$ cat src/source/memPkg.sv
package memPkg;

   localparam int memIndexBits = 10;              // word index width
   localparam int memWords = 1 << memIndexBits;   // 1024 words, 4 KiB
   localparam int byteLanes = 4;                  // bytes per word
   localparam int byteAddrBits = 32;              // core-side address width

   typedef logic [31:0] word;                     // data or instruction word
   typedef logic [byteAddrBits-1:0] byteAddr;     // byte address, also pc
   typedef logic [memIndexBits-1:0] wordIndex;    // memory row
   typedef logic [byteLanes-1:0] byteMask;        // bit n enables byte n

   // load/store width as encoded by the core
   typedef enum logic [1:0] {
      sizeByte = 2'd0,
      sizeHalf = 2'd1,
      sizeWord = 2'd2
   } accessSize;

   // request from the core, sampled every cycle
   typedef struct packed {
      logic read;         // load strobe
      logic write;        // store strobe
      byteAddr addr;      // byte address
      accessSize size;    // byte, half or word
      logic isUnsigned;   // zero extension on loads
      word wdata;         // store data, right aligned
   } lsuReq;

   // command as seen by the memory array
   typedef struct packed {
      logic read;         // read enable
      logic write;        // write enable
      wordIndex index;    // row
      byteMask mask;      // lanes to update
      word wdata;         // data already in its lanes
   } memCmd;

   // boot state machine
   typedef enum logic {
      stLoading = 1'b0,   // memory filled from boot stream
      stRunning = 1'b1    // core owns the ports
   } loaderState;

endpackage
$ cat src/source/accessDecode.sv
`timescale 1ns/100ps

module accessDecode (
   input  memPkg::lsuReq req,
   output memPkg::memCmd cmd,
   output logic         misaligned
);

   logic [1:0] offset;          // byte within the word
   memPkg::byteMask laneMask;   // mask before the legality check
   logic placementOk;           // size/offset pair is allowed
   logic inRange;               // address falls inside the array
   logic active;                // a load or store is requested
   logic accept;                // request goes to memory

   assign offset = req.addr[1:0];
   assign inRange = (req.addr[memPkg::byteAddrBits-1:memPkg::memIndexBits+2] == '0);
   assign active = req.read | req.write;

   // lane mask by size and offset
   always_comb begin
      laneMask = '0;
      placementOk = 1'b0;
      case (req.size)
         memPkg::sizeByte: begin
            laneMask = memPkg::byteMask'(4'b0001 << offset);  // 1, 2, 4, 8
            placementOk = 1'b1;
         end
         memPkg::sizeHalf: begin
            laneMask = memPkg::byteMask'(4'b0011 << offset);  // 3, 6, 12
            placementOk = (offset != 2'd3);  // would straddle two words
         end
         memPkg::sizeWord: begin
            laneMask = 4'b1111;
            placementOk = (offset == 2'd0);  // words only at offset 0
         end
         default: begin
            laneMask = '0;  // unknown size never reaches memory
            placementOk = 1'b0;
         end
      endcase
   end

   assign accept = placementOk & inRange;
   assign misaligned = active & ~accept;  // only flagged for real requests

   assign cmd.read = req.read & accept;
   assign cmd.write = req.write & accept;
   assign cmd.index = req.addr[memPkg::memIndexBits+1:2];  // drop byte offset
   assign cmd.mask = accept ? laneMask : '0;
   assign cmd.wdata = req.wdata << {offset, 3'b000};  // little-endian lane shift

endmodule

$ cat config.mk
export PLATFORM = sky130hd
export DESIGN_NAME = accessDecode
export DESIGN_NICKNAME = d
export VERILOG_FILES = /design/src/source/memPkg.sv /design/src/source/accessDecode.sv
export SDC_FILE = /design/constraint.sdc
export NUM_CORES = 1
export LEC_CHECK = 0
export BUFFER_PORTS_ARGS = -buffer_cell sky130_fd_sc_hd__buf_4
export CORE_MARGIN = 2
export CORE_UTILIZATION = 32
export DETAILED_ROUTE_END_ITERATION = 8
export GPL_ROUTABILITY_DRIVEN = 0
export PLACE_DENSITY = 0.91
export SYNTH_ARGS = -nofsm -noshare
export SYNTH_HDL_FRONTEND = slang
export SYNTH_SLANG_ARGS = --single-unit
$ cat constraint.sdc
create_clock -name vclk -period 1.1
set_clock_uncertainty 0.1 [all_clocks]
set_input_delay 0.055 -clock vclk [all_inputs]
set_output_delay 0.055 -clock vclk [all_outputs]
set_load 0.005 [all_outputs]
==> After elaboration in Yosys (flattened, before gate mapping) <==
Index checks and enable logic that the tools add are counted.
{ "totals": {"ff_bits": 0, "input_bits": 69, "out_inout_bits": 49, "wordCells": 18} }
{ "op_classes": {"shift": 3, "n_bitwise": 6, "n_eq_ne": 3, "mux": 3, "reduce_logical": 3} }
{ "op_table": {"columns": ["operator", "count"], "rows": [
  ["$shl 32x5->32", 1],
  ["$logic_not 20->1", 1],
  ["$pmux 4 s3", 1],
  ["$and 1x1->1", 4],
  ["$logic_not 2->1", 2],
  ["$mux 4", 1],
  ["$shl 1x2->4 const A", 1],
  ["$shl 2x2->4 const A", 1],
  ["$pmux 1 s3", 1],
  ["$eq 2x1->1 const B", 1],
  ["$eq 2x2->1 const B", 1],
  ["$ne 2x2->1 const B", 1],
  ["$not 1->1", 1],
  ["$or 1x1->1", 1]
]} }

==> Longest topological paths before layout <==
{ "logic_depth": {"ltp_word": 5, "depth_mapped": 4, "ltp_nobuf": 3} }

==> Worst setup path after synthesis <==
No wires, ideal clock.
{ "synth_path": {"path_kind": "input to output", "from": "input port req[47] in the netlist's numbering", "to": "output port cmd[32] in the netlist's numbering", "arrival_time_ns": 0.790, "slack_ns": 0.155, "path_stages": 3, "path_cell_list": "nor4_1 -> o211ai_2 -> nor3_1"} }
{ "synth_lines": {"columns": ["item", "line", "rtl"], "rows": [
  ["start, declared", "accessDecode.sv:4", "input memPkg::lsuReq req,"],
  ["end, declared", "accessDecode.sv:5", "output memPkg::memCmd cmd,"]
]} }

==> metrics.md <==
| Metric | Value |
|---|---|
| Final core occ | 69.1% |
| Antenna violations before repair | 0 |
| Final cell count without fillers | 240 |
| P_leak | 0.836 nW |
| Logic pwr share | 100.0% |
| Routed Antenna Nets | 0 |
| Switching Fraction | 39.8% |
| Cell chain of the critical path | buf_6 -> nor4_4 -> nand4_2 -> buf_6 -> nor3_2 -> buf_4 |
| Cell-internal power | 0.373 mW |
| Peak supply drop | 0.000249 V |
| DRC viols | 0 |
| Max Slew Vio Count | 0 |
| Achievable frequency | 824 MHz |
| Final setup margin | -0.114 ns |
| Slowest cell on the critical path | nor4_4 |
| Vias/cell | 4.92 |
| Wirelength, routed | 3240 um |
| Final setup violation count | 7 |
| Fin nets | 281 |
| Post-CTS Hold Buffers | 0 |
| Maxcap violations | 0 |
| Library cells used by synthesis | 28 |
| Placed cells | 238 |
| Hold path start | req[39] |
| Synth Cell Area | 835 sq um |
| Fin area | 1710 sq um |
| Largest net degree at the start of global routing | 23 |
| Critical path class | primary input to output port |
| FF+latch count | 0 |
| Net switching power | 0.247 mW |
| Vias | 1180 |
| Sequential area share after synthesis | 0% |
| Antenna cells | 0 |
| Post-DR wirelength/cell | 13.5 um |
| First DRT Iteration DRCs | 12 |
| First-pass GRT wire length | 4600 um |
| Violated checks | negative setup slack |
| Initial Util | 33.7% |
| Fin crit share | 110% |
| Die Y | 55.1 um |
| Die area | 3030 sq um |
| Syn Inst Count | 120 |
| Slew HR | 75.0% |
| Hpwl dp | 2500 um |
| Sequential Power Share | 0% |
| I/O Buffers | 97 |
| Fin. Hold Viols | 0 |
| Most common cell on crit path | buf_6 |
| Mean Syn Cell Area | 6.95 sq um |
| Row cnt | 18 |
| Status | finished, violations left |
| Crit Path Max Fanout | 6 |
| Clock network power share | 0% |
| Tot GR Track Use | 20.3% |
| Setup TNS Final | -0.642 ns |
| GRT Residual Overflow | 0 |
| FF/Latch Area | 0 sq um |
| Die X | 55.1 um |
| Drt first pass iters | 4 |
| Power Total | 0.621 mW |
| # clk buffers | 0 |
| Yosys Warn Count | 0 |
| Hold WC Path Type | primary input to output port |
| Layout area overhead | 105% |
| Crit path from | req[61] |
| Syn_nets | 189 |
| Post-DP Area | 1540 sq um |
| Io pins | 118 |
| Crit-path max cell delay | 0.29 ns |
| Required time worst endpoint | 0.94 ns |
| Share of layout cells above drive strength 1 | 60.5% |
| RSZ-0062 raised after global routing | yes |
| Power Dens Cells | 362 nW/um^2 |
| Measured slew at the worst slew-check pin | 0.374 ns |
| CP endpoint kind | output port |
| CP arrival | 1.06 ns |
| Tmin final | 1.21 ns |
| Core Region | 2480 sq um |
| Vias in the first global route | 1022 |
| Startpoint types | primary input |
[cells by family after synthesis]
logic type / Yosys count / synth area share [%]
AOI/OAI and AO/OA: 34 / 26.7
buffers and inverters: 22 / 19.2
muxes: 16 / 19.2
and+or+nand+nor: 48 / 34.9
[area by class of cell]
class                           instances  area (sq um)
Inverter                                3          11.3
Multi-Input combinational cell         98           777
Tap cell                               30          37.5
Fill cell                             219           764
Timing Repair Buffer                  109           887
[cell usage in the layout (no fill, tap or decap), drive strengths merged, types with 2 or more instances in the layout]
master    n
buf     109
mux2i    16
a21oi     9
o21ai     9
nor4      5
nor2b     9
o31a      2
nor3      5
inv       3
and2      8
a211oi    9
nor2     10
nand2     8
[worst max-delay path: cells and delay by family]
family	cells	cell delay, ns
buffers and inverters	3	0.41
and+or+nand+nor	3	0.60
[per-stage QoR]
| stage | hold WS (ns) | worst slack, ns |
|---|---|---|
| floorplan | 0.0908 | 0.155 |
| global placement | 0.0100 | -0.0972 |
| detailed placement | 0.0100 | -0.208 |
| CTS | 0.0100 | -0.104 |
| global route | 0.0100 | -0.166 |
| finish | 0.0100 | -0.114 |
[worst paths after layout]
check,endpoint,slack (ns),cells past startpoint
setup / recovery,cmd[47],-0.11,6
hold / removal,cmd[38],0.01,0
[power groups by stage]
| stage | logic (mW) | registers [mW] | clock network (mW) |
|---|---|---|---|
| floorplan | 0.249 | 0 | 0 |
| global placement | 0.558 | 0 | 0 |
| detailed placement | 0.568 | 0 | 0 |
| CTS | 0.603 | 0 | 0 |
| global route | 0.678 | 0 | 0 |
| finish | 0.621 | 0 | 0 |
[per-layer routing]
layer | wire length [um] | vias up | global-route usage, % | share of wire, %
li1 | - | 601 | - | -
met1 | 1130 | 537 | 22.9 | 35
met2 | 1910 | 42 | 42.5 | 59
met3 | 191 | 0 | 1.88 | 5.9
met4 | 0 | 0 | 0.407 | 0
met5 | 0 | - | 0 | 0
[timing repair]
action | CTS | global route
pin swaps | 13 | 4
cloned | 0 | 0
buffers inserted | 2 | 0
endpoints found under the setup margin | 8 | 21
gates resized for setup | 22 | 10
[Yosys cell counts]
master,instances,area share [%]
mux2i_1,16,19
and3b_1,1,1.0
o21bai_1,1,0.90
nor3_1,5,3.0
o22ai_1,1,0.75
buf_6,3,4.0
a211oi_1,8,7.2
buf_4,10,9.0
nor4_4,1,2.5
o21a_1,1,0.90
and2_1,8,6.0
inv_1,3,1.3
a2bb2oi_1,1,1.0
o31a_1,2,2.1
buf_8,1,1.8
nor2_1,10,4.5
nor2b_1,9,6.7
buf_2,5,3.0
nor4_1,1,0.75
nand4_2,1,1.5
nand2b_1,1,0.75
nand2_1,8,3.6
a21oi_1,9,5.4
o211ai_2,1,1.5
o21ai_0,2,1.2
nor4_2,3,4.5
o21ai_1,7,4.2
a211oi_2,1,1.5
(Power assumes the default switching activity.)
