### src/source/memPkg.sv
package memPkg;

   localparam int memIndexBits = 10;              // word index width
   localparam int memWords = 1 << memIndexBits;   // 1024 words, 4 KiB
   localparam int byteLanes = 4;                  // bytes per word
   localparam int byteAddrBits = 32;              // core-side address width

   typedef logic [31:0] word;                     // data or instruction word
   typedef logic [byteAddrBits-1:0] byteAddr;     // byte address, also pc
   typedef logic [memIndexBits-1:0] wordIndex;    // memory row
   typedef logic [byteLanes-1:0] byteMask;        // bit n enables byte n

   // load/store width as encoded by the core
   typedef enum logic [1:0] {
      sizeByte = 2'd0,
      sizeHalf = 2'd1,
      sizeWord = 2'd2
   } accessSize;

   // request from the core, sampled every cycle
   typedef struct packed {
      logic read;         // load strobe
      logic write;        // store strobe
      byteAddr addr;      // byte address
      accessSize size;    // byte, half or word
      logic isUnsigned;   // zero extension on loads
      word wdata;         // store data, right aligned
   } lsuReq;

   // command as seen by the memory array
   typedef struct packed {
      logic read;         // read enable
      logic write;        // write enable
      wordIndex index;    // row
      byteMask mask;      // lanes to update
      word wdata;         // data already in its lanes
   } memCmd;

   // boot state machine
   typedef enum logic {
      stLoading = 1'b0,   // memory filled from boot stream
      stRunning = 1'b1    // core owns the ports
   } loaderState;

endpackage
### src/source/loadAlign.sv
`timescale 1ns/100ps

module loadAlign (
   input  memPkg::word       rawData,     // full row from memory
   input  logic [1:0]        offset,      // low address bits
   input  memPkg::accessSize size,
   input  logic              isUnsigned,  // lbu/lhu
   output memPkg::word       rdata
);

   memPkg::word shifted;  // addressed lanes moved down to bit 0
   logic signBit;         // top bit of the loaded field

   assign shifted = rawData >> {offset, 3'b000};

   always_comb begin
      signBit = 1'b0;
      case (size)
         memPkg::sizeByte: begin
            signBit = shifted[7] & ~isUnsigned;
            rdata = {{24{signBit}}, shifted[7:0]};  // lb/lbu
         end
         memPkg::sizeHalf: begin
            signBit = shifted[15] & ~isUnsigned;
            rdata = {{16{signBit}}, shifted[15:0]};  // lh/lhu
         end
         default: begin
            rdata = rawData;  // lw, no extension needed
         end
      endcase
   end

endmodule

### config.mk
export PLATFORM = sky130hd
export DESIGN_NAME = loadAlign
export DESIGN_NICKNAME = d
export VERILOG_FILES = /design/src/source/memPkg.sv /design/src/source/loadAlign.sv
export SDC_FILE = /design/constraint.sdc
export NUM_CORES = 1
export LEC_CHECK = 0
export BUFFER_PORTS_ARGS = -buffer_cell sky130_fd_sc_hd__buf_2
export CAP_MARGIN = 20
export CORE_ASPECT_RATIO = 1.5
export CORE_UTILIZATION = 35
export DETAILED_ROUTE_END_ITERATION = 16
export PLACE_DENSITY = 0.86
export SETUP_SLACK_MARGIN = 0.4
export SLEW_MARGIN = 25
export SYNTH_ARGS = -nofsm -noshare
export SYNTH_HDL_FRONTEND = slang
export SYNTH_SLANG_ARGS = --single-unit
### constraint.sdc
create_clock -name vclk -period 1.7
set_input_delay 0.255 -clock vclk [all_inputs]
set_output_delay 0.255 -clock vclk [all_outputs]
set_load 0.1 [all_outputs]
==> results of run 1 <==
-- through the flow --
stage | worst slack, ps | utilization [%] | area (sq um) | std cells | TNS [ps]
2_1_floorplan | -476 | - | 1170 | 113 | -9720
3_5_place_dp | -401 | 90.4 | 1810 | 220 | -8500
3_3_place_gp | -377 | 90.4 | 1810 | 220 | -7980
-- cell families after synthesis --
logic type | Yosys count | share of synthesized area, %
mux | 9 | 14.0
simple gates | 39 | 25.0
buf+inv | 16 | 10.1
compound gates | 49 | 50.8
-- cell usage after synthesis --
library cell / n / area [sq um]
a211oi_1: 1 / 7.51
a21oi_1: 1 / 5.00
a221oi_4: 1 / 26.3
a22o_1: 6 / 52.6
a2bb2oi_1: 2 / 17.5
and4b_1: 1 / 10.0
buf_6: 2 / 22.5
clkbuf_1: 10 / 37.5
clkinv_1: 1 / 3.75
inv_1: 3 / 11.3
mux2_2: 1 / 11.3
mux2i_1: 7 / 70.1
mux4_2: 1 / 22.5
nand2_1: 28 / 105
nand3_1: 1 / 5.00
nand3b_1: 7 / 52.6
nor2b_1: 2 / 12.5
o211a_1: 7 / 70.1
o21ai_0: 7 / 35.0
o21ai_1: 10 / 50.1
o21bai_1: 1 / 7.51
o2bb2ai_1: 6 / 52.6
o31ai_1: 7 / 52.6
==> flow_metrics.py, run 1 <==
metrics = {
    "status": {
        "outcome.stop_stage": "clock tree synthesis (4_1_cts)",
        "tool.error": "[ERROR DPL-0038] Utilization greater than 100%, impossible to legalize",
        "outcome": "did not finish",
    },
    "synth": {
        "synth_area_sq_um": 741,
        "ys_types": 23,
        "ys.warnings.count": 0,
        "syn_nets": 150,
        "avgSynthCellArea_sq_um": 6.55,
        "ys_seq_area_share_pct": 0,
        "netlist_instances": 113,
    },
    "clock_network": {
        "postCtsHoldBufs": 0,
        "postCtsResizedCells": 103,
        "cts.repair_timing.setup_buffer_count": 2,
    },
    "floorplanning": {
        "die_h_um": 58.3,
        "core.rowCount": 20,
        "die_w_um": 39.6,
        "pin_count": 69,
        "initial_core_util_pct": 37.0,
    },
    "place": {
        "port_buffers": 69,
        "dpl.hpwl_um": 3120,
        "gp_congestion": 0.791,
    },
}
==> inputs of run 2 (changes only) <==
--- a/config.mk
+++ b/config.mk
@@ -7,11 +7,10 @@
 export LEC_CHECK = 0
 export BUFFER_PORTS_ARGS = -buffer_cell sky130_fd_sc_hd__buf_2
 export CAP_MARGIN = 20
-export CORE_ASPECT_RATIO = 1.5
-export CORE_UTILIZATION = 35
+export CORE_AREA = 2 2 63 65
 export DETAILED_ROUTE_END_ITERATION = 16
-export PLACE_DENSITY = 0.86
-export SETUP_SLACK_MARGIN = 0.4
+export DIE_AREA = 0 0 65 67
+export PLACE_DENSITY_LB_ADDON = 0.15
 export SLEW_MARGIN = 25
 export SYNTH_ARGS = -nofsm -noshare
 export SYNTH_HDL_FRONTEND = slang
==> constraint.sdc (replaced) <==
create_clock -name vclk -period 2.2
set_input_delay 0.33 -clock vclk [all_inputs]
set_output_delay 0.33 -clock vclk [all_outputs]
set_load 0.1 [all_outputs]
==> flow_metrics.py, run 2 <==
metrics = {
    "power": {
        "peakVddDrop_mv": 0.210,
        "leakage_nw": 0.817,
        "powerDensity_nw_per_um2": 492,
        "finalPower_w": 0.000853,
    },
    "critical_path": {
        "worst_setup_path_start_kind": "input pin",
        "crit_required_ps": 1870,
        "crit_path_end_kind": "primary output",
        "crit_type": "input pin to primary output",
        "worstPathArrival_ps": 1840,
        "cp_max_fo": 11,
    },
    "finish": {
        "diodes": 0,
        "fillers": 357,
        "seq_area_sq_um": 0,
        "layout_commonest_cell": "buf_2",
        "final_nets": 227,
        "drive_above_1_share_pct": 59.6,
        "layout_common_cells": "buf_2, nand2_1, buf_4",
        "nClkBuffers": 0,
        "design_area_sq_um": 1730,
        "synthToLayoutAreaGrowth_pct": 134,
        "design.seq.count": 0,
    },
    "min_path": {
        "hold_path_depth": 4,
        "hold_path.class": "input pin to primary output",
        "hp-start": "rawData[0]",
        "min_to": "rdata[0]",
    },
    "floorplanning": {
        "initial_core_util_pct": 20.5,
        "die_w_um": 65,
        "pin_count": 69,
        "dieArea_sq_um": 4360,
        "core.rowCount": 22,
        "die_h_um": 67,
        "core-area_sq_um": 3610,
    },
    "place": {
        "dpl.hpwl_um": 2960,
        "port_buffers": 69,
        "gp_congestion": 0.802,
        "dpl_cell_area_sq_um": 1600,
        "pre_cts_ws_ps": -54.9,
    },
    "synth": {
        "yosys.area.top_type_share_pct": 14.2,
        "netlist_instances": 113,
        "syn_nets": 150,
        "synth_area_leaders": "nand2_1, mux2i_1, o211a_1",
        "avgSynthCellArea_sq_um": 6.55,
        "ys_types": 23,
        "synth_top_area_cell": "nand2_1",
        "ys.warnings.count": 0,
        "synth.most_common_cell": "nand2_1",
        "synth_common_cells": "nand2_1, clkbuf_1, o21ai_1",
        "synth_area_sq_um": 741,
        "ys_seq_area_share_pct": 0,
    },
    "detailed_routing": {
        "wl_um": 3700,
        "drtAntennaViolNets": 0,
        "wire_per_inst_um": 15.7,
        "drc": 0,
        "via_per_inst": 4.99,
        "vias": 1177,
        "drt_first_iter_violations": 59,
        "drtPass1Iterations": 4,
    },
    "clock_network": {
        "postCtsHoldBufs": 0,
        "cts.repair_timing.setup_buffer_count": 0,
        "postCtsResizedCells": 25,
    },
    "grt": {
        "track_usage_pct": 16.9,
        "overflow": 0,
        "grtUsageMet2_pct": 31.2,
        "antenna_found_initial": 0,
        "use_met1_pct": 21.9,
        "top_usage_layer": "met2",
        "grt_pass1_wl_um": 5890,
        "grt_start_max_net_pins": 18,
        "grt_pass1_vias": 1253,
        "grt_use_met3_pct": 1.69,
    },
    "run": {
        "cap_violations": 0,
    },
    "timing": {
        "relSlewSlack_pct": 68.0,
        "rsz0062_at_grt": "yes",
        "worst_slack_ps": 29.4,
        "fin_tns_setup_ps": 0,
        "setup_violations": 0,
        "hold_viol": 0,
        "min_period_over_period_pct": 98.7,
        "worst_pin_slew_ps": 477,
        "min_period_ps": 2170,
        "max_freq_mhz": 461,
        "slew_viol_final": 0,
    },
    "status": {
        "outcome": "finished clean",
    },
}
## run 2: layout make-up
class              instances  area [sq um]  share of cell area, %
inverters                  4          15.0                  0.867
repair buffers            87           749                   43.3
multi-input cells         97           907                   52.4
well taps                 48          60.1                   3.47
## run 2: cell families after synthesis
| kind of cell | after synthesis | share of synthesized area, % |
|---|---|---|
| AO/OA/AOI/OAI | 49 | 50.8 |
| buffers and inverters | 16 | 10.1 |
| multiplexers | 9 | 14.0 |
| AND/OR/NAND/NOR | 39 | 25.0 |
## run 2: critical path: stages
cell and delay (ps):
buf_2 100, mux4_2 540, a221oi_4 380, buf_12 220, o21ai_2 90, buf_12 170
## run 2: worst max-delay path by stage
stage	start	to	slack, ps	cells after the start
2_1_floorplan	size[0]	rdata[16]	-490	4
3_3_place_gp	offset[1]	rdata[20]	-10	6
3_5_place_dp	offset[1]	rdata[19]	-50	6
4_1_cts	offset[1]	rdata[30]	-3	6
5_1_grt	offset[1]	rdata[20]	-30	6
6_report	offset[1]	rdata[20]	30	6
## run 2: metal layers
layer  share of wire [%]  wire [um]
met5                   0          0
met4                0.43         16
met3                 7.5        276
met2                  50       1830
met1                  43       1580
## run 2: power breakdown
part / switching [W] / internal, W
Sequential: 0 / 0
Combinational: 0.000591 / 0.000262
Clock: 0 / 0
## run 2: through the flow
stage	hold WS (ps)	instances	util, %
finish	1050	236	48.0
detailed placement	1050	236	44.3
CTS	1060	236	46.1
global placement	1040	236	44.3
floorplan	896	113	-
global route	1070	236	48.0
No activity file was read; power rests on OpenSTA's default activity.
==> inputs of run 3 (changes only) <==
--- a/config.mk
+++ b/config.mk
@@ -11,6 +11,8 @@
 export DETAILED_ROUTE_END_ITERATION = 16
 export DIE_AREA = 0 0 65 67
 export PLACE_DENSITY_LB_ADDON = 0.15
+export SETUP_SLACK_MARGIN = 0.4
+export SKIP_LAST_GASP = 1
 export SLEW_MARGIN = 25
 export SYNTH_ARGS = -nofsm -noshare
 export SYNTH_HDL_FRONTEND = slang
==> flow_metrics.py, run 3 (synthesis results as in run 2) <==
metrics = {
    "detailed_routing": {
        "drtAntennaViolNets": 0,
        "via_per_inst": 4.97,
        "drc": 0,
        "wl_met1_um": 1580,
        "vias": 1193,
        "dr.max_layer_used": "met4",
        "drtPass1Iterations": 4,
        "wire_per_inst_um": 15.3,
        "wl_um": 3680,
        "wl_met2_um": 1900,
        "met3_length_um": 179,
        "drt_first_iter_violations": 43,
    },
    "floorplanning": {
        "dieArea_sq_um": 4360,
        "core.rowCount": 22,
        "die_w_um": 65,
        "initial_core_util_pct": 20.5,
        "die_h_um": 67,
        "pin_count": 69,
        "core-area_sq_um": 3610,
    },
    "critical_path": {
        "crit_required_ps": 1870,
        "crit_path_end_kind": "primary output",
        "worst_setup_path_start_kind": "input pin",
        "crit_buf_inv": 4,
        "worstPathCellList": "buf_8 -> mux4_2 -> a221oi_4 -> buf_4 -> buf_12 -> o21ai_2 -> buf_6",
        "cp_max_fo": 8,
        "critPathTopFamily": "buffers and inverters",
        "cpPeakStageDelay_ps": 540,
        "crit_type": "input pin to primary output",
        "slowest_stage": "mux4_2",
        "worstPathArrival_ps": 1830,
    },
    "finish": {
        "synthToLayoutAreaGrowth_pct": 186,
        "final_nets": 231,
        "layout_commonest_cell": "buf_2",
        "seq_area_sq_um": 0,
        "layout_common_cells": "buf_2, buf_12, nand2_1",
        "stdcell_count": 240,
        "fillers": 322,
        "diodes": 0,
        "drive_above_1_share_pct": 68.8,
        "nClkBuffers": 0,
        "design.seq.count": 0,
    },
    "timing": {
        "relSlewSlack_pct": 73.9,
        "worst_slack_ps": 36.0,
        "min_period_ps": 2160,
        "setup_violations": 0,
        "rsz0062_at_grt": "yes",
        "min_period_over_period_pct": 98.4,
        "fin_tns_setup_ps": 0,
        "max_freq_mhz": 462,
        "hold_viol": 0,
        "worst_pin_slew_ps": 391,
        "slew_viol_final": 0,
    },
    "grt": {
        "grt_pass1_vias": 1275,
        "grt_start_max_net_pins": 26,
        "overflow": 0,
        "track_usage_pct": 17.4,
        "grt_pass1_wl_um": 6000,
        "antenna_found_initial": 0,
    },
    "power": {
        "internal_power_w": 0.000370,
        "seqPwrFrac_pct": 0,
        "power_frac_clock_pct": 0,
        "comb_power_share_pct": 100.0,
        "peakVddDrop_mv": 0.200,
        "p_sw_share_pct": 62.7,
        "leakage_nw": 0.945,
        "switchingPower_w": 0.000622,
        "powerDensity_nw_per_um2": 468,
    },
    "status": {
        "outcome": "finished clean",
    },
    "run": {
        "cap_violations": 0,
    },
    "place": {
        "port_buffers": 69,
        "pre_cts_ws_ps": -57.4,
        "dpl.hpwl_um": 2770,
        "gp_congestion": 0.787,
        "place_inst": 237,
    },
    "min_path": {
        "hold_path.class": "input pin to primary output",
    },
    "clock_network": {
        "postCtsHoldBufs": 0,
    },
}
-- run 3: area by class of cell --
| type | count | area [sq um] | area share, % |
|---|---|---|---|
| timing repair buffer | 91 | 1040 | 49.3 |
| multi-input combinational | 97 | 996 | 47.0 |
| tap | 48 | 60.1 | 2.83 |
| inverter | 4 | 18.8 | 0.885 |
-- run 3: per-stage QoR --
step / area, sq um / hold WS, ps / util [%] / power (W)
floorplan: 1070 / 896 / - / 0.000627
global placement: 1680 / 1030 / 46.5 / 0.000818
detailed placement: 1680 / 1030 / 46.5 / 0.000822
CTS: 2050 / 1040 / 56.8 / 0.000971
global route: 2120 / 1040 / 58.8 / 0.00103
finish: 2120 / 1030 / 58.8 / 0.000992
-- run 3: worst paths after layout --
| check | startpoint | to | slack [ps] | cells after the start |
|---|---|---|---|---|
| worst max-delay path | offset[1] | rdata[18] | 40 | 7 |
| worst min-delay path | rawData[1] | rdata[1] | 1030 | 3 |
-- run 3: power by group through the flow --
| stage | clock network, W | logic [W] | registers (W) |
|---|---|---|---|
| after detailed placement | 0 | 0.000822 | 0 |
| after global routing | 0 | 0.00103 | 0 |
| after global placement | 0 | 0.000818 | 0 |
| final | 0 | 0.000992 | 0 |
| after CTS | 0 | 0.000971 | 0 |
| after floorplan | 0 | 0.000627 | 0 |
-- run 3: what timing repair did --
| action | in CTS | in global routing |
|---|---|---|
| cloned | 1 | 0 |
| setup endpoints to repair | 26 | 32 |
| setup buffers | 2 | 0 |
| gates resized for setup | 90 | 18 |
| pin swaps | 8 | 1 |
-- run 3: per-layer routing --
metal	up-vias	GRT usage [%]
met2	42	33.5
met1	555	22.2
met5	-	0
met3	2	1.01
li1	594	-
met4	0	0.798
