--- config.mk ---
export PLATFORM = sky130hd
export DESIGN_NAME = fetchCounter
export DESIGN_NICKNAME = d
export VERILOG_FILES = /design/src/source/memPkg.sv /design/src/source/fetchCounter.sv
export SDC_FILE = /design/constraint.sdc
export NUM_CORES = 1
export LEC_CHECK = 0
export BUFFER_PORTS_ARGS = -buffer_cell sky130_fd_sc_hd__buf_2
export CAP_MARGIN = 25
export CORE_AREA = 2 2 39 41
export DETAILED_ROUTE_END_ITERATION = 12
export DIE_AREA = 0 0 41 43
export PLACE_DENSITY_LB_ADDON = 0.15
export RECOVER_POWER = 100
export SLEW_MARGIN = 20
export SYNTH_ARGS = -nofsm -noshare
export SYNTH_HDL_FRONTEND = slang
export SYNTH_SLANG_ARGS = --single-unit
--- constraint.sdc ---
create_clock -name clk -period 1.5 [get_ports clk]
set_input_delay 0.3 -clock clk [delete_from_list [all_inputs] [get_ports clk]]
set_output_delay 0.3 -clock clk [all_outputs]
set_load 0.03 [all_outputs]
--- src/source/memPkg.sv ---
package memPkg;

   localparam int memIndexBits = 10;              // word index width
   localparam int memWords = 1 << memIndexBits;   // 1024 words, 4 KiB
   localparam int byteLanes = 4;                  // bytes per word
   localparam int byteAddrBits = 32;              // core-side address width

   typedef logic [31:0] word;                     // data or instruction word
   typedef logic [byteAddrBits-1:0] byteAddr;     // byte address, also pc
   typedef logic [memIndexBits-1:0] wordIndex;    // memory row
   typedef logic [byteLanes-1:0] byteMask;        // bit n enables byte n

   // load/store width as encoded by the core
   typedef enum logic [1:0] {
      sizeByte = 2'd0,
      sizeHalf = 2'd1,
      sizeWord = 2'd2
   } accessSize;

   // request from the core, sampled every cycle
   typedef struct packed {
      logic read;         // load strobe
      logic write;        // store strobe
      byteAddr addr;      // byte address
      accessSize size;    // byte, half or word
      logic isUnsigned;   // zero extension on loads
      word wdata;         // store data, right aligned
   } lsuReq;

   // command as seen by the memory array
   typedef struct packed {
      logic read;         // read enable
      logic write;        // write enable
      wordIndex index;    // row
      byteMask mask;      // lanes to update
      word wdata;         // data already in its lanes
   } memCmd;

   // boot state machine
   typedef enum logic {
      stLoading = 1'b0,   // memory filled from boot stream
      stRunning = 1'b1    // core owns the ports
   } loaderState;

endpackage
--- src/source/fetchCounter.sv ---
`timescale 1ns/100ps

module fetchCounter (
   input  logic             clk,
   input  logic             rst,
   input  logic             step,   // advance one word
   input  logic             clear,  // back to word 0, wins over step
   output memPkg::wordIndex count   // boot write index, then pc / 4
);

   // wraps at memWords through the index width
   always_ff @(posedge clk or posedge rst) begin
      if (rst) begin
         count <= '0;
      end else if (clear) begin
         count <= '0;
      end else if (step) begin
         count <= count + 1'b1;
      end
   end

endmodule

After elaboration in Yosys (flattened, before gate mapping)
Index checks and enable logic that the tools add are counted.
{"block": "totals", "register_bits": 10}
{"block": "classes", "reduce_logical": 1, "mux": 2, "add_sub_neg": 1}
{"operator": "2-to-1 mux 10 bit", "count": 2}
{"operator": "adder 10 x 1 -> 10 bit (second input constant)", "count": 1}
{"operator": "nonzero test 2 bit", "count": 1}

Longest topological paths before layout
Gate-level depths: netlist of the first run.
{"block": "depth", "ltp_word": 3, "depth_mapped": 4, "ltp_nobuf": 4}

Least setup slack after synthesis of the first run
Ideal clock, no wire load.
{"block": "synth_path", "path_type": "flip-flop to flip-flop", "start": "register count[0]", "end": "register count[8]", "slack_ns": -0.084, "arrival_time_ns": 1.506, "path_buffers": 0, "setup_time_ns": 0.078, "path_stages_with_launch": 5, "t_required_ns": 1.422, "cell_sequence": "dfrtp_1 -> ha_1 -> nand3_2 -> or4_1 -> a21oi_1"}
{"block": "synth_between", "elab_chain_cells": 3}
{"item": "from (decl)", "line": "fetchCounter.sv:8", "text": "output memPkg::wordIndex count"}
{"item": "from (signal assigned)", "line": "fetchCounter.sv:18", "text": "count <= count + 1'b1;"}
{"item": "adder 10 x 1 -> 10 bit", "line": "fetchCounter.sv:18"}
{"item": "2-to-1 mux 10 bit", "line": "fetchCounter.sv:17", "text": "end else if (step) begin"}
{"item": "2-to-1 mux 10 bit", "line": "fetchCounter.sv:15", "text": "end else if (clear) begin"}
Every way passes these cells. The select of a mux whose other input is x is not followed.
A chain may end at the register's enable or synchronous reset.

Final worst setup path of the first run
Ends and elaborated chain as after synthesis.

==> results of run 1 <==
-- final cells by class --
| cell class | instances | share of cell area |
|---|---|---|
| Multi-Input combinational cell | 34 | 0.342 |
| Inverter | 3 | 0.0175 |
| Tap cell | 16 | 0.0311 |
| Timing Repair Buffer | 20 | 0.158 |
| Sequential cell | 10 | 0.395 |
| Clock buffer | 4 | 0.0564 |
-- cell usage after synthesis (2+ instances only) --
| cell type | number | share of area |
|---|---|---|
| nor2_1 | 6 | 0.046 |
| a21oi_1 | 4 | 0.041 |
| xor2_1 | 3 | 0.053 |
| nand2_1 | 2 | 0.015 |
| o21ai_0 | 3 | 0.030 |
| nand4_1 | 2 | 0.025 |
| dfrtp_1 | 10 | 0.51 |
| inv_1 | 3 | 0.023 |
| or3_1 | 3 | 0.038 |
-- worst paths after layout --
check / cells after the start / start / end / slack [ns]
max in group asynchronous: 2 / rst / count[0] / 1.19
max reg2reg: 4 / count[0] / count[8] / 0.1
min: 2 / rst / count[2] / 0.001
min reg2reg: 2 / count[1] / count[1] / 0.57
max: 4 / count[0] / count[8] / 0.1
min in group clk: 2 / clear / count[8] / 0.32
-- per-stage QoR --
stage | std cells | area [um2] | power (W)
floorplan | 49 | 497 | 0.000324
global placement | 82 | 616 | 0.000340
detailed placement | 82 | 616 | 0.000341
CTS | 86 | 652 | 0.000595
global route | 87 | 643 | 0.000615
finish | 87 | 643 | 0.000582
-- per-layer routing --
layer / vias to the layer above / global-route usage / share of wire
met5: - / 0 / 0
met4: 0 / 0.100 / 0
met3: 0 / 0.0628 / 0.061
met2: 10 / 0.213 / 0.49
met1: 201 / 0.179 / 0.45
li1: 217 / - / -
-- cell usage in the layout, fill, tap and decap left out, types with 2 or more instances in the layout --
| master | synthesis | final |
|---|---|---|
| a21oi_1 | 4 | 3 |
| buf_2 | 0 | 3 |
| buf_4 | 1 | 5 |
| clkbuf_1 | 1 | 11 |
| clkbuf_4 | 0 | 4 |
| dfrtp_1 | 10 | 7 |
| dfrtp_2 | 0 | 3 |
| inv_1 | 3 | 3 |
| nand2_1 | 2 | 2 |
| nand4_1 | 2 | 3 |
| nor2_1 | 6 | 6 |
| o21ai_0 | 3 | 3 |
| or3_1 | 3 | 3 |
| xor2_1 | 3 | 3 |
-- logic make-up after synthesis --
family                     count (synthesis)
AOI/OAI and AO/OA                          8
adders and majority gates                  1
buffers and inverters                      5
muxes                                      2
and+or+nand+nor                           19
xor gates and xnor gates                   4
DFF                                       10
-- power by group through the flow --
stage               Combinational, W  Clock, W  Sequential (W)
floorplan                  0.0000243         0        0.000299
global placement           0.0000519         0        0.000288
detailed placement         0.0000522         0        0.000288
CTS                        0.0000520  0.000260        0.000283
global route               0.0000603  0.000272        0.000283
finish                     0.0000539  0.000246        0.000283
-- critical path, stage by stage, from the launching register on --
cell and delay (ns):
dfrtp_2 0.40, ha_2 0.21, nand3_2 0.10, or4_1 0.49, a21oi_2 0.14
-- what timing repair did --
item / in CTS / in global routing
setup buffers: 0 / 1
resized for setup: 0 / 2
setup endpoints to repair: 0 / 1
==> metrics.md, run 1 <==
| Metric | Value |
|---|---|
| PortBufs | `13` |
| Clock sinks | `10` |
| Initial detailed-routing violation count | `5` |
| Setup violators final | `0` |
| Total core area | `0.00138 mm2` |
| Pwr dens | `905 mW/mm2` |
| Int Pwr | `0.000443 W` |
| Area share of and/or/nand/nor cells after synthesis | `0.221` |
| CTS buffer count | `3` |
| Setup crit start kind | `flop` |
| Avg Cell Area, Syn | `10.1 um2` |
| Synthesized instance count | `49` |
| Post-synthesis compound-gate area fraction | `0.0863` |
| Setup TNS | `0 ns` |
| Clk_lat worst skew | `0.27 ns` |
| Minimum hold slack | `0.000995 ns` |
| Routed vias | `428` |
| Yosys reg bits | `10` |
| Final hold vios | `0` |
| Sw Ratio | `0.240` |
| Hold Crit Class | `input port to async pin` |
| Largest net degree at the start of global routing | `12` |
| Slew @ Worst Pin | `0.402 ns` |
| Period minus WS final | `1.40 ns` |
| Vias in the first global route | `392` |
| Post-route DRC | `0` |
| Initial Util | `0.356` |
| Synth async-reset ratio | `1.00` |
| VDD IR-drop max | `0.460 mV` |
| Max_slew headroom | `0.732` |
| H-tree levels | `1` |
| Worst setup EP type | `flop` |
| Finished Core Util | `0.465` |
| First-pass GRT wire length | `1.69 mm` |
| Sequential share of the synthesized area | `0.508` |
| CP Data Required Time | `1.70 ns` |
| Switching power | `0.000140 W` |
| Die ar. | `0.00176 mm2` |
| Worst setup margin | `0.0972 ns` |
| Max-cap viol count | `0` |
| Sequential share of power | `0.485` |
| Post-synth cell types | `22` |
| Layout cells sized above 1 | `0.282` |
| Cts hold-fix bufs | `0` |
| CTS root buf | `clkbuf_4` |
| Adder-Cell Fraction of Synth Area | `0.0254` |
| Multi-input gate area | `220 um2` |
| Pre-CTS setup slack | `0.0880 ns` |
| Reg area | `254 um2` |
| Fin crit share | `0.935` |
| Unrepaired setup endpoints after global routing | `false` |
| TritonRoute pass-1 iters | `4` |
| Regs by FF count | `count: 10 flops` |
| Initial antenna violation count | `0` |
| FILL cells | `146` |
| DP Wirelength | `815 um` |
| GRT Overall Usage | `0.151` |
| Mux contribution to synthesized area | `0.0431` |
| Status | `finished clean` |
| GRT overflow | `0` |
| Most flop-heavy register | `count` |
| Post-synth net total | `54` |
| Antenna cells | `0` |
| Largest register FFs | `10` |
| Io pins | `14` |
| WS Path Type | `flop to flop` |
| Main combinational cell family by area after synthesis | `simple AND/OR/NAND/NOR gates` |
| Max Freq | `713 MHz` |
| Post-Synth XOR/XNOR Area | `0.0711` |
| Final WL | `1.08 mm` |
| Post-synth top flop | `dfrtp_1` |
| Placer Congestion | `0.655` |
| Avg WL per Cell | `12.4 um` |
| Comb pwr share | `0.093` |
| Die W | `41 um` |
| Row count | `14` |
| Clock Power Share | `0.422` |
| Die Y | `43 um` |
| CTS Buffer Depth | `2` |
| Layout area overhead | `30.5%` |
| CP max FO | `4` |
| Leakage | `0.270 nW` |
| Yosys Warn Count | `0` |
| Antenna violation net count after detailed routing | `0` |
| Clock transition at the registers of the reported paths | `0.07 ns` |
| Nets | `77` |
| WP data arrival | `1.60 ns` |
| CTS tree | `done` |
| Synth Cell Area | `493 um2` |
| Fin. max-slew vios | `0` |
| Vias per std cell | `4.92` |
| Worst Skew | `0.00269 ns` |
| EDFF count, synth | `0` |
(Power assumes the default switching activity.)
==> run 2, diff against run 1 <==
--- a/config.mk
+++ b/config.mk
@@ -10,7 +10,7 @@
 export CORE_AREA = 2 2 39 41
 export DETAILED_ROUTE_END_ITERATION = 12
 export DIE_AREA = 0 0 41 43
-export PLACE_DENSITY_LB_ADDON = 0.15
+export PLACE_DENSITY = 0.67
 export RECOVER_POWER = 100
 export SLEW_MARGIN = 20
 export SYNTH_ARGS = -nofsm -noshare
==> run 2 against run 1 <==
  * The flow now finishes with violations (hold timing)
  * Clock-buffer cell count unchanged
  * Total power about the same
  * Global-route usage decreased by 0.38 points
  * Critical endpoint unchanged
  * Core utilization is 1.3 points lower
==> metrics.md, run 2 (synthesized netlist as in run 1, its figures left out) <==
| Metric | Value |
|---|---|
| Leakage | `0.263 nW (was 0.270 nW)` |
| Die W | `41 um (unchanged)` |
| Setup crit start kind | `flop (unchanged)` |
| Antenna cells | `0 (unchanged)` |
| GRT overflow | `0 (unchanged)` |
| Regs by FF count | `count: 10 flops (unchanged)` |
| CP max FO | `4 (unchanged)` |
| Setup TNS | `0 ns (unchanged)` |
| Most flop-heavy register | `count (unchanged)` |
| Cts hold-fix bufs | `0 (unchanged)` |
| H-tree levels | `1 (unchanged)` |
| Max Freq | `684 MHz (was 713 MHz)` |
| Initial detailed-routing violation count | `6 (was 5)` |
| WP data arrival | `1.65 ns (was 1.60 ns)` |
| Most frequent cells in the layout | `clkbuf_1 (10), dfrtp_1 (7), nor2_1 (6) (was clkbuf_1 (11), dfrtp_1 (7), nor2_1 (6))` |
| Hold Crit Class | `input port to async pin (unchanged)` |
| Initial Util | `0.356 (unchanged)` |
| CTS tree | `done (unchanged)` |
| Vias per std cell | `5.46 (was 4.92)` |
| Placer Congestion | `0.750 (was 0.655)` |
| Slew @ Worst Pin | `0.395 ns (was 0.402 ns)` |
| Antenna violation net count after detailed routing | `0 (unchanged)` |
| VDD IR-drop max | `0.579 mV (was 0.460 mV)` |
| CTS Buffer Depth | `2 (unchanged)` |
| CP Data Required Time | `1.69 ns (was 1.70 ns)` |
| Failing checks | `hold timing` |
| Finished Core Util | `0.452 (was 0.465)` |
| Post-route design area | `626 um2 (was 643 um2)` |
| Clock transition at the registers of the reported paths | `0.08 ns (was 0.07 ns)` |
| CTS root buf | `clkbuf_4 (unchanged)` |
| Fin. max-slew vios | `0 (unchanged)` |
| Max-cap viol count | `0 (unchanged)` |
| Dpl cell area | `601 um2 (was 616 um2)` |
| Row count | `14 (unchanged)` |
| Nets | `75 (was 77)` |
| Routed vias | `464 (was 428)` |
| TritonRoute pass-1 iters | `4 (unchanged)` |
| Worst setup EP type | `flop (unchanged)` |
| Largest net degree at the start of global routing | `12 (unchanged)` |
| Setup violators final | `0 (unchanged)` |
| Pwr dens | `931 mW/mm2 (was 905 mW/mm2)` |
| Io pins | `14 (unchanged)` |
| Final hold vios | `6 (was 0)` |
| Avg WL per Cell | `13.2 um (was 12.4 um)` |
| Die ar. | `0.00176 mm2 (unchanged)` |
| Worst Skew | `0.0124 ns (was 0.00269 ns)` |
| Initial antenna violation count | `0 (unchanged)` |
| Period minus WS final | `1.46 ns (was 1.40 ns)` |
| Final WL | `1.13 mm (was 1.08 mm)` |
| First-pass GRT wire length | `1.69 mm (unchanged)` |
| CTS buffer count | `3 (unchanged)` |
| Unrepaired setup endpoints after global routing | `false (unchanged)` |
| Largest register FFs | `10 (unchanged)` |
| Post-route DRC | `0 (unchanged)` |
| Vias in the first global route | `415 (was 392)` |
| DP Wirelength | `762 um (was 815 um)` |
| Max_slew headroom | `0.736 (was 0.732)` |
| Layout area overhead | `26.9% (was 30.5%)` |
| GRT Overall Usage | `0.147 (was 0.151)` |
| WS Path Type | `flop to flop (unchanged)` |
| Clk_lat worst skew | `0.27 ns (about the same)` |
| PortBufs | `13 (unchanged)` |
| Status | `finished, violations left (was finished clean)` |
| Most common cell after layout, fill and taps aside | `clkbuf_1 (unchanged)` |
| Minimum hold slack | `-0.00950 ns (was 0.000995 ns)` |
| Layout cells sized above 1 | `0.261 (was 0.282)` |
| Die Y | `43 um (unchanged)` |
| Clock sinks | `10 (unchanged)` |
| Total core area | `0.00138 mm2 (unchanged)` |
| Fin crit share | `0.975 (was 0.935)` |
-- run 2: path summary, 6_finish.rpt --
check | from | end | slack [ns] | depth (start not counted)
setup / recovery | count[0] | count[8] | 0.04 | 4
hold / removal | rst | count[7] | -0.009 | 2
setup reg to reg | count[0] | count[8] | 0.04 | 4
hold reg to reg | count[1] | count[1] | 0.58 | 2
max in group asynchronous | rst | count[1] | 1.19 | 2
min in group clk | clear | count[5] | 0.32 | 2
-- run 2: timing repair --
item	CTS	global route
setup endpoints to repair	0	1
gates resized for setup	0	1
buffers inserted	0	1
-- run 2: report_power, final --
group,switching (W),total (W),internal [W]
Sequential,0.00000703,0.000283,0.000276
Combinational,0.0000336,0.0000514,0.0000178
Clock,0.000101,0.000248,0.000148
-- run 2: critical path, stage by stage (launching register included) --
cell and delay [ns]:
dfrtp_2 0.39, ha_2 0.20, nand3_2 0.12, or4_1 0.51
a21oi_1 0.16
-- run 2: per-stage QoR --
step / std cells / total power (W) / setup WS (ns) / hold WS, ns
3_5_place_dp: 80 / 0.000337 / 0.0781 / 0.302
4_1_cts: 84 / 0.000588 / 0.0454 / 0.00751
3_3_place_gp: 80 / 0.000336 / 0.0784 / 0.298
2_1_floorplan: 49 / 0.000324 / 0.0369 / 0.140
5_1_grt: 85 / 0.000611 / 0.0150 / 0.0119
6_report: 85 / 0.000583 / 0.0377 / -0.00950
-- run 2: layer usage --
metal,up-vias,track usage,part of all wire
met5,-,0,0
met4,0,0.0400,0.0036
met3,2,0.0942,0.078
met2,22,0.209,0.51
met1,231,0.181,0.41
li1,209,-,-
-- run 2: final cells by class --
cell class / count / area (um2)
multi-input combinational: 34 / 216
tap: 16 / 20.0
sequential: 10 / 254
timing repair buffer: 18 / 87.6
inverter: 3 / 11.3
fill: 155 / 758
clock buffer: 4 / 36.3
