### config.mk
export PLATFORM = sky130hd
export DESIGN_NAME = bootLoader
export DESIGN_NICKNAME = d
export VERILOG_FILES = /design/src/source/memPkg.sv /design/src/source/bootLoader.sv
export SDC_FILE = /design/constraint.sdc
export NUM_CORES = 1
export LEC_CHECK = 0
export ABC_AREA = 1
export BUFFER_PORTS_ARGS = -buffer_cell sky130_fd_sc_hd__buf_2
export CAP_MARGIN = 40
export CORE_MARGIN = 1.5
export CORE_UTILIZATION = 24
export DETAILED_ROUTE_END_ITERATION = 8
export HOLD_SLACK_MARGIN = 0.1
export PLACE_DENSITY = 0.84
export SETUP_SLACK_MARGIN = 0.5
export SYNTH_ARGS = -nofsm -noshare
export SYNTH_HDL_FRONTEND = slang
export SYNTH_SLANG_ARGS = --single-unit
### constraint.sdc
create_clock -name clk -period 1.2 [get_ports clk]
set_clock_uncertainty 0.1 [all_clocks]
set_input_delay 0.06 -clock clk [delete_from_list [all_inputs] [get_ports clk]]
set_output_delay 0.06 -clock clk [all_outputs]
set_load 0.005 [all_outputs]
### src/source/memPkg.sv
package memPkg;

   localparam int memIndexBits = 10;              // word index width
   localparam int memWords = 1 << memIndexBits;   // 1024 words, 4 KiB
   localparam int byteLanes = 4;                  // bytes per word
   localparam int byteAddrBits = 32;              // core-side address width

   typedef logic [31:0] word;                     // data or instruction word
   typedef logic [byteAddrBits-1:0] byteAddr;     // byte address, also pc
   typedef logic [memIndexBits-1:0] wordIndex;    // memory row
   typedef logic [byteLanes-1:0] byteMask;        // bit n enables byte n

   // load/store width as encoded by the core
   typedef enum logic [1:0] {
      sizeByte = 2'd0,
      sizeHalf = 2'd1,
      sizeWord = 2'd2
   } accessSize;

   // request from the core, sampled every cycle
   typedef struct packed {
      logic read;         // load strobe
      logic write;        // store strobe
      byteAddr addr;      // byte address
      accessSize size;    // byte, half or word
      logic isUnsigned;   // zero extension on loads
      word wdata;         // store data, right aligned
   } lsuReq;

   // command as seen by the memory array
   typedef struct packed {
      logic read;         // read enable
      logic write;        // write enable
      wordIndex index;    // row
      byteMask mask;      // lanes to update
      word wdata;         // data already in its lanes
   } memCmd;

   // boot state machine
   typedef enum logic {
      stLoading = 1'b0,   // memory filled from boot stream
      stRunning = 1'b1    // core owns the ports
   } loaderState;

endpackage
### src/source/bootLoader.sv
`timescale 1ns/100ps

module bootLoader (
   input  logic             clk,
   input  logic             rst,
   input  logic             bootValid,  // one word on bootWord
   input  logic             bootDone,   // end of the boot stream
   input  memPkg::word      bootWord,
   input  memPkg::wordIndex count,      // next boot row
   input  memPkg::memCmd    decCmd,     // decoded core access
   output memPkg::memCmd    wrCmd,      // to the memory write port
   output logic             step,
   output logic             clear,
   output logic             busy        // core must wait
);

   memPkg::loaderState state;
   memPkg::loaderState stateNext;

   always_ff @(posedge clk or posedge rst) begin
      if (rst) begin
         state <= memPkg::stLoading;
      end else begin
         state <= stateNext;
      end
   end

   // write port mux and counter control
   always_comb begin
      stateNext = state;
      clear = 1'b0;
      case (state)
         memPkg::stLoading: begin
            wrCmd.read = 1'b0;
            wrCmd.write = bootValid;
            wrCmd.index = count;                   // sequential fill
            wrCmd.mask = bootValid ? 4'b1111 : 4'b0000;
            wrCmd.wdata = bootWord;
            step = bootValid;                      // count follows each write
            busy = 1'b1;                           // core stores dropped here
            if (bootDone) begin
               stateNext = memPkg::stRunning;
               clear = 1'b1;                       // fetch restarts at 0
            end
         end
         default: begin
            wrCmd = decCmd;                        // core store path
            step = 1'b1;                           // one fetch per cycle
            busy = 1'b0;
         end
      endcase
   end

endmodule

======== Yosys cells after proc, flatten, opt, wreduce, memory -nomap -nowiden ========
Cells that the tools add are included.
word-level totals
  output and inout port bits .............. 51
  bits of input ports ..................... 94
  bits in latches ......................... 0
  word-level logic and storage cells ...... 8
  bits in read-only memories .............. 0
  memories ................................ 0
  RAM bits ................................ 0
  register bits ........................... 1
operators by class
  equality and inequality tests ........... 0
  add/sub/neg operators ................... 0
  reductions and logical operators ........ 0
  shifts and indexed selects .............. 0
  mux-type cells .......................... 7
  order comparisons ....................... 0
  bitwise gates (word level) .............. 0
  div/mod/pow operators ................... 0
  multiply operators ...................... 0
operator list
  kind                number
  48-bit two-way mux  1
  1-bit two-way mux   5
  4-bit two-way mux   1

======== Longest topological paths before layout ========
Gate-level depths: netlist (run 1).
  depth in word-level cells ............... 2
  mapped depth ............................ 5

======== Worst setup path after synthesis (run 1) ========
Ideal clock, no wire load.
  path type ............................... register to output
  start ................................... register state
  end ..................................... output port step
  path slack .............................. 224 ps
  data arrival time ....................... 816 ps
  cell stages (with the launch flop) ...... 4
  path buffers ............................ 2
  path through ............................ dfrtp_1 buf_6 buf_6 or2_1
between the ends
  longest elaborated chain between the ends .. 1
RTL lines
  element                 line              RTL
  from (decl)             bootLoader.sv:17  memPkg::loaderState state;
  from (signal assigned)  bootLoader.sv:22  state <= memPkg::stLoading;
  from (signal assigned)  bootLoader.sv:24  state <= stateNext;
  1-bit two-way mux       bootLoader.sv:32  case (state)
  to (decl)               bootLoader.sv:12  output logic step,
No other way between the ends.

==> results of run 1 <==
[kinds of logic (layout without fill, tap and decap cells)]
| group | count (synthesis) | after routing | share of synthesized area, % |
|---|---|---|---|
| buffers and inverters | 14 | 156 | 17.4 |
| DFF | 1 | 1 | 3.71 |
| and+or+nand+nor | 141 | 141 | 78.8 |
[per-layer routing]
| layer | part of all wire (%) | track usage [%] |
|---|---|---|
| met1 | 34 | 17.0 |
| met2 | 54 | 34.1 |
| met3 | 11 | 2.09 |
| met4 | 0.69 | 2.04 |
| met5 | 0 | 0 |
[final cells by class]
cell class / instances / area (um^2) / area share, %
Sequential cell: 1 / 26.3 / 1.82
Inverter: 4 / 20.0 / 1.39
Multi-Input combinational cell: 141 / 542 / 37.6
Tap cell: 31 / 38.8 / 2.69
Timing Repair Buffer: 152 / 816 / 56.5
[how the worst max path moves through the flow]
| stage | from | to | slack (ns) | cells past startpoint |
|---|---|---|---|---|
| after floorplan | state | step | 0.22 | 3 |
| after global placement | state | wrCmd[25] | 0.005 | 4 |
| after detailed placement | state | wrCmd[28] | -0.02 | 4 |
| after CTS | state | wrCmd[44] | 0.12 | 5 |
| after global routing | state | wrCmd[36] | 0.05 | 5 |
| final | state | wrCmd[44] | 0.11 | 5 |
[report_power, final]
part	internal [mW]	total, mW	switching (mW)
combinational	0.195	0.313	0.117
sequential	0.0343	0.0343	0
clock	0	0	0
[per-stage QoR]
step	hold slack, ns	power (mW)	cell area, um^2	setup TNS, ns	setup WS, ns
final	0.191	0.347	1440	0	0.114
after global routing	0.229	0.385	1440	0	0.0483
after CTS	0.193	0.350	1440	0	0.118
after detailed placement	-0.195	0.346	1400	-0.155	-0.0189
after global placement	-0.197	0.341	1400	0	0.00529
after floorplan	-0.311	0.122	684	0	0.224
[synth_stat cells]
library cell | count | area (um^2)
sky130_fd_sc_hd__nand2_1 | 139 | 522
sky130_fd_sc_hd__inv_6 | 1 | 8.76
sky130_fd_sc_hd__dfrtp_1 | 1 | 25.0
sky130_fd_sc_hd__or2_1 | 1 | 6.26
sky130_fd_sc_hd__buf_4 | 4 | 30.0
sky130_fd_sc_hd__inv_1 | 3 | 11.3
sky130_fd_sc_hd__buf_6 | 6 | 67.6
sky130_fd_sc_hd__nor2_1 | 1 | 3.75
[worst max-delay path: cells and delay by family (launching register included)]
kind                   cells  cell delay, ns
DFF                        1            0.42
buffers and inverters      3            0.40
and+or+nand+nor            2            0.10
[cell usage in the layout (no fill, tap or decap), drive strengths merged]
cell type	instances
buf	151
or2	1
dfrtp	1
nand2	139
inv	3
dlygate4sd3	1
clkinv	1
nor2	1
[timing repair]
action                                  4_1_cts  5_1_grt
setup buffers                                 3        0
resized for setup                             3        1
hold buffers                                  1        0
hold endpoints to repair                      1        0
endpoints found under the setup margin       52       52
==> flow_metrics.env, run 1 <==
export IMPL_run_status="finished clean"
export IMPL_die_h_um=56.0
export IMPL_final_antenna_net_count=0
export IMPL_min_path_cells=3
export IMPL_grt_setup_unrepaired="true"
export IMPL_finalWeightedCongestion=0.796
export IMPL_nets=394
export IMPL_startpoint_type="register"
export IMPL_clock_insertion_delay_worst_skew_ns=0
export IMPL_ff2ff_path_depth=3
export IMPL_tightestPinTransition_ns=0.172
export IMPL_setup_violations_final=0
export IMPL_syn_to_layout_area_delta_pct=114
export IMPL_post_synth_num_cell_types=8
export IMPL_flip_flop_count_of_the_largest_register_after_layout=1
export IMPL_floorplan_die_area_mm2=0.00314
export IMPL_timing_critical_path_arrival_ns=0.93
export IMPL_worstPathCellList="clkinv_4 -> buf_12 -> nand2_1 -> nand2_1 -> buf_2"
export IMPL_largest_net_degree_at_the_start_of_global_routing=25
export IMPL_gr_total_overflow=0
export IMPL_sequential_to_total_area_share_from_yosys_stat_pct=3.71
export IMPL_insertedDiodeCount=0
export IMPL_hold_path_class="primary input to register"
export IMPL_wl_mm=2.77
export IMPL_regToRegStartpoint="state"
export IMPL_syn_avg_cell_area_um2=4.32
export IMPL_clk_pin_slew_ns=0
export IMPL_worst_slew_margin_rel_pct=88.5
export IMPL_number_of_global_route_vias_before_repair=1115
export IMPL_top_regs="state x1"
export IMPL_slew_viol_final=0
export IMPL_finish_cell_count_without_fillers=329
export IMPL_cp_required_ns=1.04
export IMPL_worstSetupEndpointType="output port"
export IMPL_timing_final_crit_share_pct=90.5
export IMPL_crit_path_max_fanout=18
export IMPL_antenna_found_initial=0
export IMPL_max_clock_freq_mhz=921
export IMPL_portBuffers=144
export IMPL_drt_vias_per_instance=4.16
export IMPL_final_core_utilization_pct=53.2
export IMPL_power_leakage_nw=1.04
export IMPL_via_count_of_the_routed_design=1370
export IMPL_r2r_setup_slack_ns=0.28
export IMPL_drt_initial_drc_count=75
export IMPL_end_of_the_worst_register_to_register_path="state"
export IMPL_peak_supply_drop_mv=0.247
export IMPL_largest_register_by_flop_count="state"
export IMPL_finalHoldViolCount=0
export IMPL_worst_hold_end="state"
export IMPL_criticalPathCategory="register to output port"
export IMPL_initial_utilization_pct=24.9
export IMPL_cellPowerDensity_mw_per_mm2=240
export IMPL_drv_cap=0
export IMPL_core_area_mm2=0.00271
export IMPL_grt_first_pass_wirelength_mm=4.40
export IMPL_cp_slowest_stage_delay_ns=0.42
export IMPL_std_cell_rows=19
export IMPL_period_needed_ns=1.09
export IMPL_placed_cells_incl_taps=325
export IMPL_wl_per_instance_um=8.42
export IMPL_min_from="bootDone"
export IMPL_crit_path_most_repeated_cell="sky130_fd_sc_hd__nand2_1"
export IMPL_synth_cell_area_um2=674
export IMPL_hpwlAfterDp_mm=2.35
export IMPL_synth_yosys_warnings=0
export IMPL_crit_slowest_cell="sky130_fd_sc_hd__dfrtp_2"
export IMPL_num_fill_cells=292
export IMPL_die_w_um=56.0
export IMPL_synth_net_count=250
export IMPL_post_route_cells_drive_above_1_share_pct=52.0
export IMPL_detailedRoute_firstPassIterationCount=4
export IMPL_syn_inst=156
export IMPL_drcViolationCount=0
export IMPL_synth_seq_cells=1
export IMPL_ioPinCount=145
export IMPL_track_usage_pct=16.2
Note: power is estimated with default switching activity, not from simulation.
==> inputs of run 2 (changes only) <==
Settings changed: CORE_UTILIZATION 24 to 22, PLACE_DENSITY 0.84 to 0.82.
Clock period 1.2 ns to 0.9 ns, I/O delays scaled along.
==> run 2 against run 1 <==
Against the previous run: the run now ends with hold timing, setup timing left; utilization down 1.4 points; global-route usage down 1.0 points; sequential share of layout area about the same; register-to-register slack worse by 0.28 ns; final cell count up 0.30%; largest power group unchanged.
==> flow_metrics.env, run 2 (synthesis gave the netlist of run 1 again) <==
export IMPL_finalWeightedCongestion=0.731
export IMPL_cp_num_cells=5
export IMPL_final_critical_path_setup_slack_ns=-0.176
export IMPL_tightestPinTransition_ns=0.160
export IMPL_wl_per_instance_um=9.01
export IMPL_flip_flop_count_of_the_largest_register_after_layout=1
export IMPL_syn_to_layout_area_delta_pct=117
export IMPL_post_place_ws_ns=-0.217
export IMPL_timing_final_crit_share_pct=120
export IMPL_grt_setup_unrepaired="true"
export IMPL_crit_path_max_fanout=19
export IMPL_comb_power_share_pct=90.2
export IMPL_drt_vias_per_instance=4.13
export IMPL_finalHoldViolCount=1
export IMPL_largest_register_by_flop_count="state"
export IMPL_regToRegStartpoint="state"
export IMPL_drv_cap=0
export IMPL_layout_commonest_cell="sky130_fd_sc_hd__buf_2"
export IMPL_netSwitchingPower_uw=160
export IMPL_end_of_the_worst_register_to_register_path="state"
export IMPL_setup_worst_path_start="state"
export IMPL_std_cell_rows=19
export IMPL_cp_endpoint="wrCmd[15]"
export IMPL_report_power_total_uw=466
export IMPL_p_seq_share_pct=9.8
export IMPL_cp_required_ns=0.75
export IMPL_floorplan_die_area_mm2=0.00341
export IMPL_num_fill_cells=320
export IMPL_period_needed_ns=1.08
export IMPL_crit_path_most_repeated_cell="sky130_fd_sc_hd__nand2_1"
export IMPL_fin_hold_ws_ns=-0.218
export IMPL_final_antenna_net_count=0
export IMPL_largest_net_degree_at_the_start_of_global_routing=20
export IMPL_timing_critical_path_arrival_ns=0.93
export IMPL_timing_critical_path_max_delay_family="flip-flops"
export IMPL_criticalPathCategory="register to output port"
export IMPL_top_regs="state x1"
export IMPL_clock_insertion_delay_worst_skew_ns=0
export IMPL_timing_critical_path_buf_inv=3
export IMPL_peak_supply_drop_mv=0.201
export IMPL_net_switching_share_of_the_total_power_pct=34.4
export IMPL_grt_first_pass_wirelength_mm=4.37
export IMPL_slew_viol_final=0
export IMPL_ff2ff_path_depth=3
export IMPL_failed_checks="hold timing, setup timing"
export IMPL_gr_total_overflow=0
export IMPL_via_count_of_the_routed_design=1362
export IMPL_track_usage_pct=15.2
export IMPL_hpwlAfterDp_mm=2.48
export IMPL_ioPinCount=145
export IMPL_worstSetupEndpointType="output port"
export IMPL_crit_slowest_cell="sky130_fd_sc_hd__dfrtp_2"
export IMPL_internal_uw=306
export IMPL_drcViolationCount=0
export IMPL_antenna_found_initial=0
export IMPL_number_of_global_route_vias_before_repair=1138
export IMPL_hold_path_class="primary input to async pin"
export IMPL_wl_mm=2.97
export IMPL_detailedRoute_firstPassIterationCount=4
export IMPL_cellPowerDensity_mw_per_mm2=318
export IMPL_power_leakage_nw=1.06
export IMPL_post_route_cells_drive_above_1_share_pct=53.8
export IMPL_run_status="complete, but fails checks"
export IMPL_insertedDiodeCount=0
export IMPL_initial_utilization_pct=23.8
export IMPL_cp_slowest_stage_delay_ns=0.42
export IMPL_placed_cells_incl_taps=328
export IMPL_die_w_um=58.4
export IMPL_worstPathCellList="clkinv_4 -> buf_12 -> nand2_1 -> nand2_1 -> buf_2"
export IMPL_r2r_setup_slack_ns=0
export IMPL_max_clock_freq_mhz=929
export IMPL_worst_slew_margin_rel_pct=89.3
export IMPL_die_h_um=58.4
export IMPL_final_area_mm2=0.00147
export IMPL_portBuffers=144
export IMPL_dpl_cell_area_mm2=0.00142
export IMPL_core_area_mm2=0.00283
export IMPL_final_core_utilization_pct=51.8
export IMPL_setup_violations_final=52
export IMPL_startpoint_type="register"
export IMPL_commonest_non_fill_non_tap_cells_in_the_layout="sky130_fd_sc_hd__buf_2 (144), sky130_fd_sc_hd__nand2_1 (134), sky130_fd_sc_hd__nand2_2 (4), sky130_fd_sc_hd__buf_4 (4)"
export IMPL_nets=395
export IMPL_totalNegativeSetupSlack_ns=-7.72
export IMPL_clk_pin_slew_ns=0
export IMPL_finish_cell_count_without_fillers=330
export IMPL_power_frac_clock_pct=0
export IMPL_drt_initial_drc_count=19
[run 2: worst min-delay path by stage]
| stage | to | slack [ns] | depth (start not counted) |
|---|---|---|---|
| after floorplan | state | -0.33 | 1 |
| after global placement | state | -0.22 | 2 |
| after detailed placement | state | -0.22 | 2 |
| after CTS | state | -0.22 | 2 |
| after global routing | state | -0.21 | 2 |
| final | state | -0.22 | 2 |
[run 2: final cells by class]
type / instances / area [um^2] / share of cell area, %
timing repair buffer: 153 / 825 / 56.2
multi-input combinational: 141 / 557 / 38.0
tap: 31 / 38.8 / 2.65
sequential: 1 / 26.3 / 1.79
inverter: 4 / 20.0 / 1.37
[run 2: power groups by stage]
stage	registers, mW	clock network [mW]	logic, mW
after detailed placement	0.0458	0	0.415
after global routing	0.0458	0	0.470
after CTS	0.0458	0	0.420
after global placement	0.0458	0	0.409
after floorplan	0.0458	0	0.118
final	0.0458	0	0.421
[run 2: per-layer routing]
layer	track usage [%]	vias to the layer above	part of all wire, %
met5	0	-	0
met4	0	0	0
met3	0.879	0	9.0
met2	33.2	75	54
met1	16.4	546	37
li1	-	741	-
[run 2: repair_timing]
action	in CTS	in global routing
gates resized for setup	7	3
setup endpoints to repair	52	52
pin swaps	1	0
endpoints found under the hold margin	1	1
buffers inserted	0	2
